### config.mk
export PLATFORM = sky130hd
export DESIGN_NAME = uart_link
export DESIGN_NICKNAME = d
export VERILOG_FILES = /design/src/hdl/uart_pkg.sv /design/src/hdl/uart_tx.sv /design/src/hdl/uart_rx.sv /design/src/hdl/link_status.sv /design/src/hdl/uart_link.sv
export VERILOG_INCLUDE_DIRS = /design/src /design/src/include
export SDC_FILE = /design/constraint.sdc
export NUM_CORES = 1
export LEC_CHECK = 0
export ABC_AREA = 0
export BUFFER_PORTS_ARGS = -buffer_cell sky130_fd_sc_hd__clkbuf_2
export CAP_MARGIN = 20
export CELL_PAD_IN_SITES_DETAIL_PLACEMENT = 0
export CELL_PAD_IN_SITES_GLOBAL_PLACEMENT = 1
export CORE_ASPECT_RATIO = 0.8
export CORE_UTILIZATION = 50
export CTS_BUF_LIST = sky130_fd_sc_hd__clkbuf_4
export DETAILED_ROUTE_END_ITERATION = 8
export PLACE_DENSITY = 0.95
export SKIP_CTS_REPAIR_TIMING = 1
export SYNTH_ARGS = -nofsm -noshare
export SYNTH_HDL_FRONTEND = slang
export SYNTH_SLANG_ARGS = --single-unit
### constraint.sdc
create_clock -name baud_clk -period 4.3 [get_ports baud_clk]
set_clock_uncertainty 0.15 [all_clocks]
set_input_delay 0.43 -clock baud_clk [delete_from_list [all_inputs] [get_ports baud_clk]]
set_output_delay 0.43 -clock baud_clk [all_outputs]
set_load 0.05 [all_outputs]
### src/include/uart_defs.svh
// UART build options
// Frame layout, parity sense and status counter width
`ifndef UART_DEFS_SVH
`define UART_DEFS_SVH

// Payload bits per frame
`define UART_DATA_BITS 8

// Start + data + parity + stop
`define UART_FRAME_BITS 11

// Parity sense, 1'b0 even, 1'b1 odd
// Parity bit makes ones over data plus parity even (or odd)
`define UART_PARITY_ODD 1'b0

// Width of each saturating status counter
`define UART_COUNT_W 8

`endif

### src/hdl/uart_pkg.sv
// Shared UART types
// Data byte, frame bit index, counter value
// Transmit and receive FSM state encodings
`include "uart_defs.svh"

package uart_pkg;

    // One payload byte
    typedef logic [`UART_DATA_BITS-1:0] uart_byte_t;

    // Position inside a frame, counts up to 10
    typedef logic [3:0] bit_idx_t;

    // Status counter value
    typedef logic [`UART_COUNT_W-1:0] count_t;

    // Transmitter FSM
    typedef enum logic {
        TX_IDLE,  // Line high, waiting for start_tx
        TX_SHIFT  // Start, data, parity, stop on the line
    } tx_state_t;

    // Receiver FSM
    typedef enum logic {
        RX_IDLE,  // Hunting for a low start bit
        RX_SHIFT  // Sampling data, parity, stop
    } rx_state_t;

endpackage

### src/hdl/uart_tx.sv
// UART frame serializer, one bit per baud_clk
// Start bit, data LSB first, parity, stop bit
// Registered busy level and end-of-frame pulse
`timescale 1ns/1ps
`include "uart_defs.svh"

module uart_tx (
    input  logic                 baud_clk,
    input  logic                 arst_n,
    input  uart_pkg::uart_byte_t tx_data,   // Sampled only at the accepting edge
    input  logic                 start_tx,  // Level request
    output logic                 tx,        // Serial line, idles high
    output logic                 tx_busy,   // Frame in progress
    output logic                 tx_done    // High during the stop bit cycle
);

    import uart_pkg::*;

    localparam bit_idx_t PAR_IDX  = bit_idx_t'(`UART_FRAME_BITS - 2); // Parity on line
    localparam bit_idx_t STOP_IDX = bit_idx_t'(`UART_FRAME_BITS - 1); // Stop on line

    tx_state_t                   state_q;
    bit_idx_t                    bit_idx_q;  // Bits already presented after start
    logic [`UART_FRAME_BITS-2:0] shift_q;    // {stop, parity, data}
    logic                        parity;     // Parity of incoming byte
    logic                        frame_end;  // Stop bit ends at this edge
    logic                        accept;     // Load a new frame at this edge

    assign parity    = (^tx_data) ^ `UART_PARITY_ODD; // Inverted for odd sense
    assign frame_end = (state_q == TX_SHIFT) && (bit_idx_q == STOP_IDX);
    // Back to back allowed at the closing edge
    assign accept    = start_tx && ((state_q == TX_IDLE) || frame_end);

    // Control path
    always_ff @(posedge baud_clk or negedge arst_n) begin
        if (!arst_n) begin
            state_q   <= TX_IDLE;
            bit_idx_q <= '0;
            tx        <= 1'b1;  // Idle line
            tx_busy   <= 1'b0;
            tx_done   <= 1'b0;
        end else begin
            tx_done <= 1'b0;  // Pulse by default low
            if (accept) begin
                state_q   <= TX_SHIFT;
                bit_idx_q <= '0;
                tx        <= 1'b0;  // Start bit
                tx_busy   <= 1'b1;
            end else if (frame_end) begin
                state_q <= TX_IDLE;
                tx      <= 1'b1;  // Hold line high
                tx_busy <= 1'b0;
            end else if (state_q == TX_SHIFT) begin
                tx        <= shift_q[0];              // Next bit, LSB first
                bit_idx_q <= bit_idx_q + 1'b1;
                tx_done   <= (bit_idx_q == PAR_IDX);  // Stop bit goes out now
            end
        end
    end

    // Frame shifter, payload only
    always_ff @(posedge baud_clk) begin
        if (accept) begin
            shift_q <= {1'b1, parity, tx_data};  // Stop, parity, data
        end else if (state_q == TX_SHIFT) begin
            shift_q <= {1'b1, shift_q[`UART_FRAME_BITS-2:1]};  // Fill with ones
        end
    end

endmodule

### src/hdl/uart_rx.sv
// UART frame deserializer, one sample per baud_clk
// Start detect, data LSB first, parity and stop check
// Result byte and error flags with a one-cycle valid
`timescale 1ns/1ps
`include "uart_defs.svh"

module uart_rx (
    input  logic                 baud_clk,
    input  logic                 arst_n,
    input  logic                 rx,             // Serial line, synchronous to baud_clk
    output uart_pkg::uart_byte_t rx_data,        // Held until next rx_valid
    output logic                 rx_valid,       // One-cycle pulse per frame
    output logic                 rx_parity_err,  // Parity mismatch on last frame
    output logic                 rx_frame_err    // Stop bit low on last frame
);

    import uart_pkg::*;

    localparam bit_idx_t PAR_IDX  = bit_idx_t'(`UART_DATA_BITS);      // Parity sample
    localparam bit_idx_t STOP_IDX = bit_idx_t'(`UART_DATA_BITS + 1);  // Stop sample

    rx_state_t  state_q;
    bit_idx_t   bit_idx_q;   // Bits sampled after start
    uart_byte_t shift_q;     // Data assembly, fills from MSB
    logic       par_acc_q;   // Running XOR of data and parity
    logic       data_phase;  // Sampling a data bit
    logic       par_phase;   // Sampling the parity bit
    logic       stop_phase;  // Sampling the stop bit

    assign data_phase = (state_q == RX_SHIFT) && (bit_idx_q < PAR_IDX);
    assign par_phase  = (state_q == RX_SHIFT) && (bit_idx_q == PAR_IDX);
    assign stop_phase = (state_q == RX_SHIFT) && (bit_idx_q == STOP_IDX);

    // Control and status flags
    always_ff @(posedge baud_clk or negedge arst_n) begin
        if (!arst_n) begin
            state_q       <= RX_IDLE;
            bit_idx_q     <= '0;
            rx_valid      <= 1'b0;
            rx_parity_err <= 1'b0;
            rx_frame_err  <= 1'b0;
        end else begin
            rx_valid <= 1'b0;
            case (state_q)
                RX_IDLE: begin
                    if (!rx) begin  // Start bit seen
                        state_q   <= RX_SHIFT;
                        bit_idx_q <= '0;
                    end
                end
                RX_SHIFT: begin
                    if (stop_phase) begin
                        state_q       <= RX_IDLE;  // Ready on next edge
                        rx_valid      <= 1'b1;
                        // Ones count must match parity sense
                        rx_parity_err <= par_acc_q ^ `UART_PARITY_ODD;
                        rx_frame_err  <= ~rx;      // Stop must be high
                    end else begin
                        bit_idx_q <= bit_idx_q + 1'b1;
                    end
                end
                default: state_q <= RX_IDLE;
            endcase
        end
    end

    // Payload path
    always_ff @(posedge baud_clk) begin
        if (state_q == RX_IDLE) begin
            par_acc_q <= 1'b0;  // Fresh parity per frame
        end else if (data_phase || par_phase) begin
            par_acc_q <= par_acc_q ^ rx;
        end
        if (data_phase) begin
            shift_q <= {rx, shift_q[`UART_DATA_BITS-1:1]};  // LSB arrives first
        end
        if (stop_phase) begin
            rx_data <= shift_q;  // Publish with valid
        end
    end

endmodule

### src/hdl/link_status.sv
// Link status counters
// Frames sent, frames received, parity and stop errors
// All counters saturate at all ones
`timescale 1ns/1ps

module link_status (
    input  logic             baud_clk,
    input  logic             arst_n,
    input  logic             tx_done,           // Transmit frame finished
    input  logic             rx_valid,          // Receive frame finished
    input  logic             rx_parity_err,     // Qualified by rx_valid
    input  logic             rx_frame_err,      // Qualified by rx_valid
    output uart_pkg::count_t tx_count,
    output uart_pkg::count_t rx_count,
    output uart_pkg::count_t parity_err_count,
    output uart_pkg::count_t frame_err_count
);

    import uart_pkg::*;

    logic par_evt;    // Received frame with bad parity
    logic frame_evt;  // Received frame with bad stop bit

    // Step by one unless already full
    function automatic count_t sat_inc(input count_t value, input logic hit);
        count_t next_value;
        next_value = value;
        if (hit && (value != '1)) begin
            next_value = value + 1'b1;
        end
        return next_value;
    endfunction

    assign par_evt   = rx_valid && rx_parity_err;
    assign frame_evt = rx_valid && rx_frame_err;

    // Transmit side
    always_ff @(posedge baud_clk or negedge arst_n) begin
        if (!arst_n) begin
            tx_count <= '0;
        end else begin
            tx_count <= sat_inc(tx_count, tx_done);
        end
    end

    // Receive side, one view of both error kinds
    always_ff @(posedge baud_clk or negedge arst_n) begin
        if (!arst_n) begin
            rx_count         <= '0;
            parity_err_count <= '0;
            frame_err_count  <= '0;
        end else begin
            rx_count         <= sat_inc(rx_count, rx_valid);  // Good and bad frames
            parity_err_count <= sat_inc(parity_err_count, par_evt);
            frame_err_count  <= sat_inc(frame_err_count, frame_evt);
        end
    end

endmodule

### src/hdl/uart_link.sv
// UART link top level
// Transmitter and receiver side by side
// Status counters fed from both directions
`timescale 1ns/1ps

module uart_link (
    input  logic                 baud_clk,
    input  logic                 arst_n,
    // Transmit side
    input  uart_pkg::uart_byte_t tx_data,
    input  logic                 start_tx,
    output logic                 tx,
    output logic                 tx_busy,
    // Receive side
    input  logic                 rx,
    output uart_pkg::uart_byte_t rx_data,
    output logic                 rx_valid,
    output logic                 rx_parity_err,
    output logic                 rx_frame_err,
    // Status
    output uart_pkg::count_t     tx_count,
    output uart_pkg::count_t     rx_count,
    output uart_pkg::count_t     parity_err_count,
    output uart_pkg::count_t     frame_err_count
);

    logic tx_done;  // End of transmitted frame, internal only

    uart_tx u_tx (
        .baud_clk (baud_clk),
        .arst_n   (arst_n),
        .tx_data  (tx_data),
        .start_tx (start_tx),
        .tx       (tx),
        .tx_busy  (tx_busy),
        .tx_done  (tx_done)
    );

    uart_rx u_rx (
        .baud_clk      (baud_clk),
        .arst_n        (arst_n),
        .rx            (rx),
        .rx_data       (rx_data),
        .rx_valid      (rx_valid),
        .rx_parity_err (rx_parity_err),
        .rx_frame_err  (rx_frame_err)
    );

    link_status u_status (
        .baud_clk         (baud_clk),
        .arst_n           (arst_n),
        .tx_done          (tx_done),
        .rx_valid         (rx_valid),
        .rx_parity_err    (rx_parity_err),
        .rx_frame_err     (rx_frame_err),
        .tx_count         (tx_count),
        .rx_count         (rx_count),
        .parity_err_count (parity_err_count),
        .frame_err_count  (frame_err_count)
    );

endmodule

# Word level (Yosys, flattened, before mapping)
# Cells that the tools add are included.
# op_classes
n_addsub,6
multipliers,0
n_div,0
order_cmp,1
eq_ne,11
shift,0
n_mux,21
bitwise_logic,4
n_reduce_logical,20
# op_table
operator,count
8-bit by 1-bit adder with 8-bit output (second input constant),4
8-bit inequality test (second input constant),4
4-bit two-way mux,5
9-bit two-way mux,2
4-bit equality test (second input constant),4
1-bit two-way mux,12
1-bit logical AND,11
4-bit by 1-bit adder with 4-bit output (second input constant),2
4-bit case mux with 2 select lines,1
8-bit parity,1
2-bit inequality test (second input constant),3
2-bit AND reduction,3
4-bit < comparator (second input constant),1
2-bit nonzero test,2
1-bit NOT,3
3-bit nonzero test,1
1-bit logical OR,2
1-bit case mux with 2 select lines,1
1-bit XOR,1
# totals
reg_bits,73
latchBits,0
ram_bits,0
rom_bits,0
inputBits,12
out_inout_bits,45
mem_count,0

# Depth between registers and ports, before layout
# Gate-level depths: netlist (run 1).
# logic_depth
depth_word,6
ltp_mapped,7
depth_no_buf,6

# Modules after synthesis
# A second synthesis (run 1) with hierarchy kept.
# hier_totals
hier_cells,264
area_unflattened_um2,3333.2
# modules_own_cells
mod,n_inst,cells_each,area_per_inst_um2
link_status,1,142,1545.2
uart_rx,1,62,947.2
uart_tx,1,60,840.8

# Worst setup path after synthesis (run 1)
# Ideal clock, no wire load.
# synth_path
path_kind,register -> register
start,register u_status.parity_err_count[0]
end,register u_status.parity_err_count[1]
arrival_time_ps,1687
required_time_ps,4025
setup_slack_ps,2338
path_stages_with_launch,6
path_buffers,0
period_less_slack_ps,1962
path_cell_list,dfrtp_1 -> ha_1 -> nand3_1 -> nand2b_1 -> nand3_1 -> mux2_2
# synth_via
elab_chain_len,2
word_cells_on_any_way,3
cone_classes,add/sub: 1; eq/ne: 1; reduce/logical: 1
# synth_lines
element,line_no,source
"start, declared",link_status.sv:15,"output uart_pkg::count_t parity_err_count,"
"start signal, assigned",link_status.sv:54,"parity_err_count <= sat_inc(parity_err_count, par_evt);"
branches (longest 2 deep; another with 8-bit by 1-bit adder with 8-bit output),-,
# Several ways; the timed one is not identified.
# A chain may end at the register's enable or synchronous reset.

# Final worst setup path (run 1)
# layout_path
start,register u_tx.bit_idx_q[0]
end,register u_tx.shift_q[2] (data pin)
# layout_via
elab_chain_len,5
# layout_lines
element,line_no,source
"start, declared",uart_tx.sv:23,bit_idx_t bit_idx_q;
"start signal, assigned",uart_tx.sv:55,bit_idx_q <= bit_idx_q + 1'b1;
4-bit equality test,uart_tx.sv:30,assign frame_end = (state_q == TX_SHIFT) && (bit_idx_q == STOP_IDX);
1-bit logical AND,uart_tx.sv:30,
1-bit logical OR,uart_tx.sv:32,assign accept = start_tx && ((state_q == TX_IDLE) || frame_end);
1-bit logical AND,uart_tx.sv:32,
9-bit two-way mux,uart_tx.sv:63,if (accept) begin
"end signal, assigned",uart_tx.sv:64,"shift_q <= {1'b1, parity, tx_data};"
"end signal, assigned",uart_tx.sv:66,"shift_q <= {1'b1, shift_q[`UART_FRAME_BITS-2:1]};"
"end, declared",uart_tx.sv:24,logic [`UART_FRAME_BITS-2:0] shift_q;
# Every way passes these cells.

==> summary.md, run 1 <==
| Metric | Value |
|---|---|
| Status | `completed` |
| CTS tree | `done` |
| Cells after DPL | `386` |
| Die width | `92.0 um` |
| First-pass GRT wire length | `9580 um` |
| Hold/Removal Path Class | `in2reg` |
| # IOs | `57` |
| Worst R2R Path Depth | `6` |
| Total negative slack | `0 ps` |
| Syn. warnings | `0` |
| Endpoints failing setup | `0` |
| Hold Crit Depth | `1` |
| Total die area | `0.00680 mm^2` |
| Commonest non-fill, non-tap cell in the layout | `clkbuf_2` |
| FF-to-FF End | `u_tx.shift_q[2]$_DFFE_PP_` |
| Critical path type | `reg2reg` |
| Syn avg cell area | `12.9 um^2` |
| Mapped Cells | `251` |
| Post-route ant nets | `0` |
| Drt first pass iters | `4` |
| Via Count | `2113` |
| CTS Buf Count | `9` |
| Slew @ Worst Pin | `591 ps` |
| DP HPWL | `4130 um` |
| Critical Path AT | `1980 ps` |
| Gpl congestion | `0.812` |
| Final hold viol count | `0` |
| Worst Hold Launch | `rx` |
| WL/cell | `14.4 um` |
| Final Power | `0.00227 W` |
| Fin. max-slew vios | `0` |
| CTS root buf | `clkbuf_4` |
| Pin count of the biggest net entering global routing | `48` |
| Final nets | `339` |
| Clock transition at path regs | `110 ps` |
| Critical R2R Launch | `u_tx.bit_idx_q[0]$_DFFE_PN0P_` |
| DRC Markers | `0` |
| Worst Path Required | `4310 ps` |
| Pleak | `1.69 nW` |
| Gr usage total | `18.9%` |
| CTS Buffer Depth | `2` |
| RSZ-0062 raised after global routing | `no` |
| Skew-Pair Late Insertion Delay | `420 ps` |
| Max Cap Viol | `0` |
| Ant diodes | `0` |
| Final Util | `61.4%` |
| Sequential share of the synthesized area | `60.2%` |
| Core footprint | `0.00607 mm^2` |
| Worst vdd ir | `0.000309 V` |
| Mapped Nets | `273` |
| Vias per cell | `5.24` |
| Synth-to-Final Area Change | `15.0%` |
| Fin crit share | `45.8%` |
| Most frequent cells in the layout | `56 x clkbuf_2, 46 x dfrtp_1, 25 x edfxtp_1` |
| CP max stage cell | `dfrtp_1` |
| Count of cell types in the netlist | `43` |
| Global route total overflow | `0` |
| CP peak stage delay | `430 ps` |
| Fraction of layout cells with a size suffix above 1 | `30.4%` |
| Cell area after synthesis | `0.00324 mm^2` |
| Max Clk Rate | `508 MHz` |
| Synth area leaders | `dfrtp_1 36%, edfxtp_1 23%, xnor2_1 5.7%` |
| Initial detailed-routing violation count | `86` |
| Row count | `25` |
| Final std cells w/o fill | `403` |
| Htree depth | `3` |
| CP Launch Type | `flop` |
| Routed WL | `5810 um` |
| FF+latch count, synth | `73` |
| Crit-path cells | `inv_1 -> ha_1 -> nand3b_4 -> nand2_4 -> and2_4 -> mux2_4` |
| Vias in the first global route | `1935` |
| R2R Setup Slk | `2330 ps` |
| CP endpoint kind | `flop` |
| Pre-CTS setup slack | `2340 ps` |
| Worst Slack Setup Final | `2330 ps` |
| Hold endpoint | `u_rx.shift_q[7]$_DFFE_PP_` |
| Initial antenna violation count | `0` |
| Top-area cell type share of the netlist area | `35.6%` |
| Initial Util | `53.3%` |
| Biggest area consumer among synthesized cells | `dfrtp_1` |
| Crit-path max FO | `10` |
| Slew HR | `60.6%` |
| PwrDens | `610 mW/mm^2` |
| Clk sinks | `73` |
| Final Critical Period | `1970 ps` |
| Port bufs | `56` |
| Chip Height | `74.0 um` |
[per-stage QoR]
step | hold WS (ps) | area (um^2)
6_report | 89.6 | 3720
2_1_floorplan | -15.6 | 3240
4_1_cts | -67.6 | 3710
3_5_place_dp | 260 | 3600
5_1_grt | 61.7 | 3720
3_3_place_gp | 255 | 3600
[flip-flops by register name (all words and copies together) (netlist names), 4 cells and up]
name,cells
u_tx.bit_idx_q,4
u_rx.bit_idx_q,4
u_status.tx_count,8
u_tx.shift_q,9
u_status.frame_err_count,8
u_status.parity_err_count,8
u_status.rx_count,8
u_rx.shift_q,8
u_rx.rx_data,8
[cell type report]
type / count / area, um^2
Fill cell: 499 / 2340
Sequential cell: 73 / 1950
Clock inverter: 6 / 35.0
Inverter: 9 / 33.8
Clock buffer: 10 / 75.1
Tap cell: 81 / 101
Timing Repair Buffer: 58 / 298
Multi-Input combinational cell: 166 / 1230
[kinds of logic (layout without fill, tap and decap cells)]
family	Yosys count	after routing	synth area share (%)
AND/OR/NAND/NOR	83	83	14.6
flip-flops	73	73	60.2
XOR/XNOR	27	27	7.31
AO/OA/AOI/OAI	26	26	4.52
multiplexers	20	20	7.81
buffers and inverters	12	83	1.74
adder cells (fa/ha/maj)	10	10	3.87
[routing by layer]
| layer | vias to the layer above | track usage (%) | share of wire, % |
|---|---|---|---|
| li1 | 1029 | - | - |
| met1 | 1030 | 26.1 | 49 |
| met2 | 46 | 28.0 | 45 |
| met3 | 8 | 5.32 | 4.7 |
| met4 | 0 | 9.38 | 1.7 |
| met5 | - | 0 | 0 |
[worst max path at each step]
stage	startpoint	to	slack (ps)	cells past startpoint
after floorplan	u_status.parity_err_count[0]$_DFFE_PN0P_	u_status.parity_err_count[1]$_DFFE_PN0P_	2340	5
after global placement	u_tx.bit_idx_q[0]$_DFFE_PN0P_	u_tx.shift_q[7]$_DFFE_PP_	2430	6
after detailed placement	u_tx.bit_idx_q[0]$_DFFE_PN0P_	u_tx.shift_q[4]$_DFFE_PP_	2340	6
after CTS	u_rx.rx_valid$_DFF_PN0_	rx_valid	2330	1
after global routing	u_tx.bit_idx_q[0]$_DFFE_PN0P_	u_tx.shift_q[3]$_DFFE_PP_	2220	6
final	u_tx.bit_idx_q[0]$_DFFE_PN0P_	u_tx.shift_q[2]$_DFFE_PP_	2330	6
[worst max-delay path, delay by kind of cell, from the launching register on]
family | cells | cell delay [ps]
and+or+nand+nor | 3 | 480
adders and majority gates | 1 | 240
buffers and inverters | 1 | 110
DFF | 1 | 430
muxes | 1 | 320
[cell usage after synthesis]
cell       n
nand3b_4   1
clkbuf_1   1
mux2_2    10
nand3b_1   2
and4_4     1
edfxtp_1  25
nor4b_1    1
mux2_4     8
a21o_1     1
nor3b_1    2
and2_4     1
ha_1      10
or2_2      2
and3b_1    1
a21oi_1    9
o22ai_1    2
nand4_1    8
nor3_1     3
and2_2     1
buf_4      1
or2b_1     1
nand3_1   16
and4_1     3
o21bai_1   1
nand2_4    1
a22o_1     2
mux2i_1    2
and3_1     2
or3b_4     1
xnor2_1   21
xor2_1     6
buf_6      1
o21ai_0   10
and2_1     1
nor2_1     9
dfrtp_1   46
inv_1      9
nand2_1   21
a31oi_1    1
nor2b_1    3
dfxtp_1    1
nand2b_1   2
dfstp_2    1
[power breakdown]
group	switching, W	total [W]	internal (W)
Sequential	0.000175	0.00114	0.000961
Clock	0.000235	0.000355	0.000120
Combinational	0.000507	0.000778	0.000272
Total	0.000917	0.00227	0.00135
Note: power is estimated with default switching activity, not from simulation.
==> run 2, diff against run 1 <==
- CORE_UTILIZATION: 50 -> 46
- PLACE_DENSITY: 0.95 -> 0.93
- clock period: 4.3 -> 1.92 ns (I/O delays scaled with it)
==> summary.md, run 2 (same netlist as run 1, synthesis figures left out) <==
| Metric | Value |
|---|---|
| Status | `completed` |
| Reg with most FFs | `u_tx.shift_q` |
| First-pass GRT wire length | `9380 um (-2.2%)` |
| # IOs | `57 (unchanged)` |
| Final nets | `355 (+4.7%)` |
| Worst Slack Setup Final | `48.9 ps (-2280 ps)` |
| Crit-path max FO | `7 (-3)` |
| Pin count of the biggest net entering global routing | `22 (-54%)` |
| Fin crit share | `97.5% (+52 points)` |
| Gpl congestion | `0.753 (-7.4%)` |
| Clk sinks | `73 (unchanged)` |
| Die width | `95.8 um (+4.2%)` |
| Commonest non-fill, non-tap cell in the layout | `clkbuf_2` |
| Pleak | `1.79 nW (+5.6%)` |
| CTS tree | `done` |
| Critical path type | `reg2reg` |
| Htree depth | `3 (unchanged)` |
| CTS Buffer Depth | `2 (unchanged)` |
| Row count | `26 (+4.0%)` |
| Final Critical Period | `1870 ps (-99.2 ps)` |
| Core footprint | `0.00660 mm^2 (+8.8%)` |
| Gr usage total | `16.9% (-2.0 points)` |
| Vias per cell | `5.07 (-3.2%)` |
| Drt first pass iters | `4 (unchanged)` |
| Initial detailed-routing violation count | `59 (-31%)` |
| Worst R2R Path Depth | `6 (unchanged)` |
| Most frequent cells in the layout | `56 x clkbuf_2, 40 x dfrtp_1, 25 x edfxtp_1` |
| CTS Buf Count | `9 (unchanged)` |
| DP HPWL | `4200 um (+1.7%)` |
| Slew @ Worst Pin | `551 ps (-40.5 ps)` |
| Initial Util | `49.0% (-4.3 points)` |
| Via Count | `2141 (+1.3%)` |
| Hold/Removal Path Class | `in2async` |
| Max reg flops | `9 (unchanged)` |
| CTS root buf | `clkbuf_4` |
| Fraction of layout cells with a size suffix above 1 | `33.4% (+3.0 points)` |
| Endpoints failing setup | `0 (unchanged)` |
| Skew-Pair Late Insertion Delay | `410 ps (about the same)` |
| Max Clk Rate | `534 MHz (+5.3%)` |
| Chip Height | `77.0 um (+4.1%)` |
| Post-route ant nets | `0 (unchanged)` |
| RSZ-0062 raised after global routing | `no` |
| Total die area | `0.00738 mm^2 (+8.5%)` |
| CP Launch Type | `flop` |
| Vias in the first global route | `2027 (+4.8%)` |
| CP endpoint kind | `flop` |
| Critical R2R Launch | `u_tx.bit_idx_q[0]$_DFFE_PN0P_` |
| Port bufs | `56 (unchanged)` |
| Total negative slack | `0 ps (unchanged)` |
| Clock transition at path regs | `120 ps (about the same)` |
| DRC Markers | `0 (unchanged)` |
| Worst setup startpoint | `u_tx.bit_idx_q[0]$_DFFE_PN0P_` |
| Worst vdd ir | `0.000885 V (+190%)` |
| Initial antenna violation count | `0 (unchanged)` |
| Fin. max-slew vios | `0 (unchanged)` |
| Max Cap Viol | `0 (unchanged)` |
| Critical Path End | `u_tx.shift_q[1]$_DFFE_PP_` |
| Critical Path AT | `1890 ps (-90 ps)` |
| R2R Setup Slk | `50 ps (-2280 ps)` |
| Final Power | `0.00544 W (+140%)` |
| Worst Path Required | `1940 ps (-2370 ps)` |
| Synth-to-Final Area Change | `21.8%` |
| Fill cell count | `547 (+9.6%)` |
| PwrDens | `1380 mW/mm^2 (+130%)` |
| Global route total overflow | `0 (unchanged)` |
| FF-to-FF End | `u_tx.shift_q[1]$_DFFE_PP_` |
| Routed WL | `6030 um (+3.9%)` |
| WL/cell | `14.3 um (-0.80%)` |
| Ant diodes | `0 (unchanged)` |
| Slew HR | `63.3% (+2.7 points)` |
| Final hold viol count | `0 (unchanged)` |
| Pre-CTS setup slack | `35.2 ps (-2300 ps)` |
==> run 2: cell count changes in the layout (fill, tap and decap cells not counted), sizes merged <==
cell / before / now
dlygate4sd3: 1 / 11
inv: 9 / 10
bufinv: 0 / 2
clkinvlp: 3 / 2
clkbuf: 66 / 65
buf: 1 / 6
clkinv: 3 / 2
and2: 3 / 4
==> run 2: metrics by stage <==
step / cells / area (um^2) / hold WS (ps) / utilization, %
2_1_floorplan: 251 / 3240 / -254 / -
3_3_place_gp: 393 / 3660 / 54.3 / 55.4
3_5_place_dp: 393 / 3660 / 60.7 / 55.4
4_1_cts: 409 / 3820 / -403 / 57.8
5_1_grt: 422 / 3940 / 181 / 59.7
6_report: 422 / 3940 / 140 / 59.7
==> run 2: report_power, final <==
group	internal [W]	switching, W
sequential	0.00217	0.000380
clock	0.000528	0.000548
combinational	0.000654	0.00116
total	0.00335	0.00209
==> run 2: worst min-delay path by stage <==
stage	startpoint	to	slack, ps	depth (start not counted)
after floorplan	arst_n	u_rx.bit_idx_q[0]$_DFFE_PN0P_	-250	0
after global placement	arst_n	u_status.tx_count[4]$_DFFE_PN0P_	50	1
final	arst_n	u_status.tx_count[7]$_DFFE_PN0P_	140	2
after CTS	arst_n	u_status.tx_count[7]$_DFFE_PN0P_	-400	1
after global routing	arst_n	u_status.tx_count[7]$_DFFE_PN0P_	180	2
after detailed placement	arst_n	u_status.tx_count[4]$_DFFE_PN0P_	60	1
==> run 2: worst max-delay path, stage by stage (launching register included) <==
cell	delay, ps
dfrtp_1	390
inv_1	90
ha_1	220
nand3b_4	110
nand2_4	120
and2_2	240
mux2_4	310
==> run 2: cell type report <==
class	count	area (um^2)	share of cell area (%)
Clock buffer	9	67.6	1.71
Clock inverter	7	93.8	2.38
Inverter	9	33.8	0.857
Multi-Input combinational cell	167	1240	31.4
Sequential cell	73	1960	49.6
Tap cell	84	105	2.66
Timing Repair Buffer	73	448	11.4
==> run 2: per-layer routing <==
metal,share of wire (%),GRT usage [%],vias to the layer above,wire (um)
met3,4.4,5.36,6,265
met4,0.85,6.27,0,51
met2,46,25.4,43,2770
li1,-,-,1059,-
met5,0,0,-,0
met1,49,22.9,1033,2940
